## src/hyper_share_pkg.sv

```systemverilog
// Shared widths and stream types for the two-master HyperBus PHY port.
// One PHY only, so a beat is two bytes wide.
// Chip selects are one-hot and are not checked anywhere in the design.

package hyper_share_pkg;

    localparam int unsigned NUM_CHIPS  = 2;
    localparam int unsigned PHY_DATA_W = 16;
    localparam int unsigned PHY_STRB_W = PHY_DATA_W / 8;
    localparam int unsigned ADDR_W     = 32;
    localparam int unsigned BURST_W    = 16;

    // Transfer descriptor, 49 bits
    typedef struct packed {
        logic               write;
        logic [ADDR_W-1:0]  address;
        // Length in PHY beats
        logic [BURST_W-1:0] burst;
    } hyper_tf_t;

    // Descriptor with its chip select, 51 bits
    typedef struct packed {
        hyper_tf_t            trans;
        logic [NUM_CHIPS-1:0] cs;
    } trans_t;

    // Write beat, 19 bits
    typedef struct packed {
        logic [PHY_DATA_W-1:0] data;
        logic                  last;
        // Byte mask, high bit enables the byte
        logic [PHY_STRB_W-1:0] strb;
    } hyper_tx_t;

    // Read beat, 18 bits
    typedef struct packed {
        logic [PHY_DATA_W-1:0] data;
        logic                  last;
        logic                  error;
    } hyper_rx_t;

    // Master that owns the PHY
    typedef enum logic {
        OWNER_AXI  = 1'b0,
        OWNER_UDMA = 1'b1
    } owner_e;

endpackage

```

## src/hyper_owner_arbiter.sv

```systemverilog
// PHY ownership for one whole transfer, decided when the descriptor is taken.
// Reads end on the accepted last rx beat, writes on the accepted b response.
// Relies on the PHY holding trans ready low while a transfer runs.
// Ties go round-robin, AXI first after reset.

`timescale 1ns/10ps

module hyper_owner_arbiter (
    input  logic                    clk_phy_i,
    input  logic                    rst_i,
    input  logic                    axi_trans_valid_i,
    input  logic                    udma_trans_valid_i,
    input  logic                    phy_trans_write_i,
    input  logic                    phy_trans_valid_i,
    input  logic                    phy_trans_ready_i,
    input  logic                    phy_rx_last_i,
    input  logic                    phy_rx_valid_i,
    input  logic                    phy_rx_ready_i,
    input  logic                    phy_b_valid_i,
    input  logic                    phy_b_ready_i,
    output hyper_share_pkg::owner_e sel_o
);

    logic                    busy_q;
    logic                    write_q;
    hyper_share_pkg::owner_e owner_q;
    hyper_share_pkg::owner_e last_win_q;
    hyper_share_pkg::owner_e cand;
    logic                    trans_fire;
    logic                    rx_fire;
    logic                    b_fire;
    logic                    tf_end;

    assign trans_fire = phy_trans_valid_i & phy_trans_ready_i;
    assign rx_fire    = phy_rx_valid_i & phy_rx_ready_i;
    assign b_fire     = phy_b_valid_i & phy_b_ready_i;

    // End handshake depends on the direction taken at start
    assign tf_end = busy_q & (write_q ? b_fire : (rx_fire & phy_rx_last_i));

    // Idle candidate
    always_comb begin
        if (axi_trans_valid_i && udma_trans_valid_i) begin
            // Both waiting: the one that lost last time
            if (last_win_q == hyper_share_pkg::OWNER_AXI) begin
                cand = hyper_share_pkg::OWNER_UDMA;
            end else begin
                cand = hyper_share_pkg::OWNER_AXI;
            end
        end else if (udma_trans_valid_i) begin
            cand = hyper_share_pkg::OWNER_UDMA;
        end else begin
            cand = hyper_share_pkg::OWNER_AXI;
        end
    end

    assign sel_o = busy_q ? owner_q : cand;

    always_ff @(posedge clk_phy_i) begin
        if (rst_i) begin
            busy_q     <= 1'b0;
            write_q    <= 1'b0;
            owner_q    <= hyper_share_pkg::OWNER_AXI;
            // Makes AXI win the first tie
            last_win_q <= hyper_share_pkg::OWNER_UDMA;
        end else if (!busy_q) begin
            if (trans_fire) begin
                busy_q     <= 1'b1;
                write_q    <= phy_trans_write_i;
                owner_q    <= cand;
                last_win_q <= cand;
            end
        end else if (tf_end) begin
            busy_q <= 1'b0;
        end
    end

endmodule

```

## src/hyper_request_mux.sv

```systemverilog
// Descriptor and write-data multiplexers toward the PHY.
// Purely combinational; the unselected master always sees ready low.

`timescale 1ns/10ps

module hyper_request_mux (
    input  hyper_share_pkg::owner_e   sel_i,
    // AXI side
    input  hyper_share_pkg::trans_t    axi_trans_i,
    input  logic                       axi_trans_valid_i,
    output logic                       axi_trans_ready_o,
    input  hyper_share_pkg::hyper_tx_t axi_tx_i,
    input  logic                       axi_tx_valid_i,
    output logic                       axi_tx_ready_o,
    // uDMA side
    input  hyper_share_pkg::trans_t    udma_trans_i,
    input  logic                       udma_trans_valid_i,
    output logic                       udma_trans_ready_o,
    input  hyper_share_pkg::hyper_tx_t udma_tx_i,
    input  logic                       udma_tx_valid_i,
    output logic                       udma_tx_ready_o,
    // PHY side
    output hyper_share_pkg::trans_t    phy_trans_o,
    output logic                       phy_trans_valid_o,
    input  logic                       phy_trans_ready_i,
    output hyper_share_pkg::hyper_tx_t phy_tx_o,
    output logic                       phy_tx_valid_o,
    input  logic                       phy_tx_ready_i
);

    logic sel_udma;

    assign sel_udma = (sel_i == hyper_share_pkg::OWNER_UDMA);

    // Descriptor stream
    assign phy_trans_o        = sel_udma ? udma_trans_i : axi_trans_i;
    assign phy_trans_valid_o  = sel_udma ? udma_trans_valid_i : axi_trans_valid_i;
    assign axi_trans_ready_o  = ~sel_udma & phy_trans_ready_i;
    assign udma_trans_ready_o = sel_udma & phy_trans_ready_i;

    // Write data stream
    assign phy_tx_o        = sel_udma ? udma_tx_i : axi_tx_i;
    assign phy_tx_valid_o  = sel_udma ? udma_tx_valid_i : axi_tx_valid_i;
    assign axi_tx_ready_o  = ~sel_udma & phy_tx_ready_i;
    assign udma_tx_ready_o = sel_udma & phy_tx_ready_i;

endmodule

```

## src/hyper_response_route.sv

```systemverilog
// Steers read beats and write responses back to the owning master.
// Purely combinational. Under uDMA ownership the PHY b response is
// accepted at once and dropped, the uDMA side has no b channel.

`timescale 1ns/10ps

module hyper_response_route (
    input  hyper_share_pkg::owner_e    sel_i,
    // PHY side
    input  hyper_share_pkg::hyper_rx_t phy_rx_i,
    input  logic                       phy_rx_valid_i,
    output logic                       phy_rx_ready_o,
    input  logic                       phy_b_error_i,
    input  logic                       phy_b_valid_i,
    output logic                       phy_b_ready_o,
    // AXI side
    output hyper_share_pkg::hyper_rx_t axi_rx_o,
    output logic                       axi_rx_valid_o,
    input  logic                       axi_rx_ready_i,
    output logic                       axi_b_error_o,
    output logic                       axi_b_valid_o,
    input  logic                       axi_b_ready_i,
    // uDMA side
    output hyper_share_pkg::hyper_rx_t udma_rx_o,
    output logic                       udma_rx_valid_o,
    input  logic                       udma_rx_ready_i
);

    logic sel_axi;

    assign sel_axi = (sel_i == hyper_share_pkg::OWNER_AXI);

    // Read data goes to both, valid only to the owner
    assign axi_rx_o        = phy_rx_i;
    assign udma_rx_o       = phy_rx_i;
    assign axi_rx_valid_o  = sel_axi & phy_rx_valid_i;
    assign udma_rx_valid_o = ~sel_axi & phy_rx_valid_i;
    assign phy_rx_ready_o  = sel_axi ? axi_rx_ready_i : udma_rx_ready_i;

    // Write response
    assign axi_b_error_o = sel_axi & phy_b_error_i;
    assign axi_b_valid_o = sel_axi & phy_b_valid_i;
    assign phy_b_ready_o = sel_axi ? axi_b_ready_i : 1'b1;

endmodule

```

## src/hyper_phy_share.sv

```systemverilog
// Two masters, AXI and uDMA, sharing one HyperBus PHY port.
// Single clock domain; all data paths are combinational.
// Only ownership is registered, one transfer at a time.

`timescale 1ns/10ps

module hyper_phy_share (
    input  logic                       clk_phy_i,
    input  logic                       rst_i,
    // AXI master
    input  hyper_share_pkg::trans_t    axi_trans_i,
    input  logic                       axi_trans_valid_i,
    output logic                       axi_trans_ready_o,
    input  hyper_share_pkg::hyper_tx_t axi_tx_i,
    input  logic                       axi_tx_valid_i,
    output logic                       axi_tx_ready_o,
    output hyper_share_pkg::hyper_rx_t axi_rx_o,
    output logic                       axi_rx_valid_o,
    input  logic                       axi_rx_ready_i,
    output logic                       axi_b_error_o,
    output logic                       axi_b_valid_o,
    input  logic                       axi_b_ready_i,
    // uDMA master
    input  hyper_share_pkg::trans_t    udma_trans_i,
    input  logic                       udma_trans_valid_i,
    output logic                       udma_trans_ready_o,
    input  hyper_share_pkg::hyper_tx_t udma_tx_i,
    input  logic                       udma_tx_valid_i,
    output logic                       udma_tx_ready_o,
    output hyper_share_pkg::hyper_rx_t udma_rx_o,
    output logic                       udma_rx_valid_o,
    input  logic                       udma_rx_ready_i,
    // PHY
    output hyper_share_pkg::trans_t    phy_trans_o,
    output logic                       phy_trans_valid_o,
    input  logic                       phy_trans_ready_i,
    output hyper_share_pkg::hyper_tx_t phy_tx_o,
    output logic                       phy_tx_valid_o,
    input  logic                       phy_tx_ready_i,
    input  hyper_share_pkg::hyper_rx_t phy_rx_i,
    input  logic                       phy_rx_valid_i,
    output logic                       phy_rx_ready_o,
    input  logic                       phy_b_error_i,
    input  logic                       phy_b_valid_i,
    output logic                       phy_b_ready_o
);

    hyper_share_pkg::owner_e sel;

    hyper_owner_arbiter i_owner_arbiter (
        .clk_phy_i          ( clk_phy_i                    ),
        .rst_i              ( rst_i                        ),
        .axi_trans_valid_i  ( axi_trans_valid_i            ),
        .udma_trans_valid_i ( udma_trans_valid_i           ),
        .phy_trans_write_i  ( phy_trans_o.trans.write      ),
        .phy_trans_valid_i  ( phy_trans_valid_o            ),
        .phy_trans_ready_i  ( phy_trans_ready_i            ),
        .phy_rx_last_i      ( phy_rx_i.last                ),
        .phy_rx_valid_i     ( phy_rx_valid_i               ),
        .phy_rx_ready_i     ( phy_rx_ready_o               ),
        .phy_b_valid_i      ( phy_b_valid_i                ),
        .phy_b_ready_i      ( phy_b_ready_o                ),
        .sel_o              ( sel                          )
    );

    hyper_request_mux i_request_mux (
        .sel_i              ( sel                ),
        .axi_trans_i        ( axi_trans_i        ),
        .axi_trans_valid_i  ( axi_trans_valid_i  ),
        .axi_trans_ready_o  ( axi_trans_ready_o  ),
        .axi_tx_i           ( axi_tx_i           ),
        .axi_tx_valid_i     ( axi_tx_valid_i     ),
        .axi_tx_ready_o     ( axi_tx_ready_o     ),
        .udma_trans_i       ( udma_trans_i       ),
        .udma_trans_valid_i ( udma_trans_valid_i ),
        .udma_trans_ready_o ( udma_trans_ready_o ),
        .udma_tx_i          ( udma_tx_i          ),
        .udma_tx_valid_i    ( udma_tx_valid_i    ),
        .udma_tx_ready_o    ( udma_tx_ready_o    ),
        .phy_trans_o        ( phy_trans_o        ),
        .phy_trans_valid_o  ( phy_trans_valid_o  ),
        .phy_trans_ready_i  ( phy_trans_ready_i  ),
        .phy_tx_o           ( phy_tx_o           ),
        .phy_tx_valid_o     ( phy_tx_valid_o     ),
        .phy_tx_ready_i     ( phy_tx_ready_i     )
    );

    hyper_response_route i_response_route (
        .sel_i           ( sel             ),
        .phy_rx_i        ( phy_rx_i        ),
        .phy_rx_valid_i  ( phy_rx_valid_i  ),
        .phy_rx_ready_o  ( phy_rx_ready_o  ),
        .phy_b_error_i   ( phy_b_error_i   ),
        .phy_b_valid_i   ( phy_b_valid_i   ),
        .phy_b_ready_o   ( phy_b_ready_o   ),
        .axi_rx_o        ( axi_rx_o        ),
        .axi_rx_valid_o  ( axi_rx_valid_o  ),
        .axi_rx_ready_i  ( axi_rx_ready_i  ),
        .axi_b_error_o   ( axi_b_error_o   ),
        .axi_b_valid_o   ( axi_b_valid_o   ),
        .axi_b_ready_i   ( axi_b_ready_i   ),
        .udma_rx_o       ( udma_rx_o       ),
        .udma_rx_valid_o ( udma_rx_valid_o ),
        .udma_rx_ready_i ( udma_rx_ready_i )
    );

endmodule

```

## config.mk

```make
export PLATFORM = sky130hd
export DESIGN_NAME = hyper_phy_share
export DESIGN_NICKNAME = d
export VERILOG_FILES = /design/src/hyper_share_pkg.sv /design/src/hyper_owner_arbiter.sv /design/src/hyper_request_mux.sv /design/src/hyper_response_route.sv /design/src/hyper_phy_share.sv
export SDC_FILE = /design/constraint.sdc
export NUM_CORES = 1
export LEC_CHECK = 0
export ABC_AREA = 1
export BUFFER_PORTS_ARGS = -buffer_cell sky130_fd_sc_hd__buf_2
export CAP_MARGIN = 20
export CORE_AREA = 10 10 103 105
export CTS_BUF_LIST = sky130_fd_sc_hd__clkbuf_8
export DETAILED_ROUTE_END_ITERATION = 12
export DIE_AREA = 0 0 113 115
export SETUP_SLACK_MARGIN = 0.15
export SLEW_MARGIN = 40
export SYNTH_ARGS = -nofsm -noshare
export SYNTH_HDL_FRONTEND = slang
export SYNTH_SLANG_ARGS = --single-unit
```

## constraint.sdc

```tcl
create_clock -name clk_phy_i -period 3.4 [get_ports clk_phy_i]
set_input_delay 0.34 -clock clk_phy_i [delete_from_list [all_inputs] [get_ports clk_phy_i]]
set_output_delay 0.34 -clock clk_phy_i [all_outputs]
set_load 0.02 [all_outputs]
```

==> qor.csv <==
metric;value;unit
layout_commonest_cell;buf_2;
critPathSlowestCell;inv_4;
fmax;393.5;MHz
cts_tree;built;
synth_area;1715;um^2
grt_pass1_wl;13490;um
rsz0062_at_grt;false;
drc;0;
holdBufCountCts;0;
maxSlewViolCount;0;
dpl-instance-area;2604;um^2
ys_warn_count;0;
root_buffer;clkbuf_8;
place_congestion;0.8463;
via_per_inst;4.094;
final_cells;618;
power_density;265.6;nW/um^2
die_h;115;um
final_util;30.93;%
cts_buffer_depth;2;
startpoint_type;register;
rows;34;
post_cts_resized;0;
place_hpwl;7767;um
clock_skew;0.0005042;ns
critPathMostFrequentCell;nand2_1;
routed.top_layer;met4;
dp.cells;615;
mostFrequentLayoutCells;238 x buf_2, 171 x nand2_1, 51 x nand2_2;
cts_buffers;3;
end_kind;output port;
cts.htree.levels;1;
finalCriticalPeriod;2.541;ns
max-cap-violations;0;
hold_path_class;in2reg;
grt_pass1_vias;2746;
post_cts_buffers;0;
cts_sinks;4;
stdcell_area;2645;um^2
slew_headroom;55.06;%
critPathKind;reg2out;
path_clk_slew;0.03;ns
wl_met2;4369;um
synth.avg_cell_area;5.361;um^2
core_area;8551;um^2
peakVddDrop;225.5;uV
clk_latency;0.22;ns
fin_setup_tns;0;ns
drt.antenna.violating_nets;0;
syn_nets;492;
area_growth;54.19;%
initial_utilization;20.06;%
cp_data_required_time;3.06;ns
p_leak;1.813;nW
ys_seq_elements;4;
syn_inst;320;
period_share;74.75;%
status;complete, no violations;
ios;290;
wl;8774;um
worst_pin_slew;0.6741;ns
portBuffers;238;
cp_max_fo;73;
gr-usage-all-layers;12.26;%
antenna_found_initial;0;
wl_met1;3102;um
grt-ovfl-total;0;
synth_seq_area_share;4.668;%
setup_viol;0;
diodes;0;
slowest_delay;0.64;ns
hold_violations;0;
path_cells;inv_2, nand3_4, nand2_4, inv_4, nand2_1, nand2_1, buf_2;
wl_per_cell;14.20;um
die_area;13000;um^2
ys_types;21;
grt_max_degree;74;
arrival;2.20;ns
drt_iter0_drc;125;
final_nets;684;
vias;2530;
drt-pass1-iter-count;4;
die_x;113;um
drive_above_1_share;58.82;%
wl_met3;1040;um
## registers in the layout, summed over array words and instances (netlist names)
signal and cells:
i_owner_arbiter.busy_q 1, i_owner_arbiter.last_win_q 1, i_owner_arbiter.owner_q 1, i_owner_arbiter.write_q 1
## layout make-up
class                   instances  area, um^2
flip-flops and latches          4       80.08
inverters                      14       55.05
multi-input cells             250        1135
repair buffers                239        1199
fillers                       998        5906
clock buffers                   3       41.29
well taps                     108       135.1
## stage by stage
step | setup slack (ns) | power, mW | hold WS [ns]
6_report | 0.8586 | 0.7026 | 0.3240
5_1_grt | 0.6178 | 0.7713 | 0.3189
4_1_cts | 0.8122 | 0.7164 | 0.3224
3_5_place_dp | 0.9670 | 0.6121 | 0.4573
3_3_place_gp | 1.029 | 0.6067 | 0.4598
2_1_floorplan | 1.914 | 0.4678 | 0.4024
## critical path: cells and delay by family, from the launching register on
family	cells	cell delay, ns
DFF	1	0.38
buffers and inverters	3	0.88
and+or+nand+nor	4	0.67
## cell families (layout without fill, tap and decap cells)
group	count (synthesis)	count (layout)	share of synthesized area, %
buffers and inverters	66	256	29.18
and+or+nand+nor	246	246	64.77
AOI/OAI and AO/OA	4	4	1.386
DFF	4	4	4.668
## final timing paths
path | start | to | slack, ns | cells after the start
max reg2reg | i_owner_arbiter.busy_q$_SDFF_PP0_ | i_owner_arbiter.busy_q$_SDFF_PP0_ | 1.93 | 6
min | rst_i | i_owner_arbiter.owner_q$_SDFFE_PP0P_ | 0.32 | 2
min reg2reg | i_owner_arbiter.last_win_q$_SDFFE_PP1P_ | i_owner_arbiter.last_win_q$_SDFFE_PP1P_ | 0.46 | 2
max | i_owner_arbiter.busy_q$_SDFF_PP0_ | phy_trans_o[41] | 0.86 | 7
## synthesized netlist by cell type
cell,instances,area [um^2]
a21oi_1,2,10.01
a21oi_2,1,8.760
and2_1,2,12.51
buf_12,5,100.1
buf_2,6,30.03
buf_4,40,300.3
buf_8,1,15.01
dfxtp_1,4,80.08
inv_1,12,45.04
inv_2,1,3.750
inv_4,1,6.260
nand2_1,171,641.9
nand2_2,51,319.1
nand2_4,1,11.26
nand3_1,4,20.02
nand3_4,2,35.03
nand3b_1,2,15.01
nand4_1,1,6.260
nor2_1,11,41.29
o21ai_1,1,5.000
or2_4,1,8.760
## per-layer routing
metal	track usage (%)	vias to the layer above
met5	0	-
met4	4.230	0
met3	5.260	34
met2	23.20	152
met1	11.59	1054
li1	-	1290
## report_power, final
group	internal, mW	switching [mW]	leakage [nW]
Combinational	0.197	0.350	1.76
Sequential	0.0514	0.00320	0.0330
Clock	0.0756	0.0258	0.0216
Total	0.324	0.379	1.81
(Power assumes the default switching activity.)
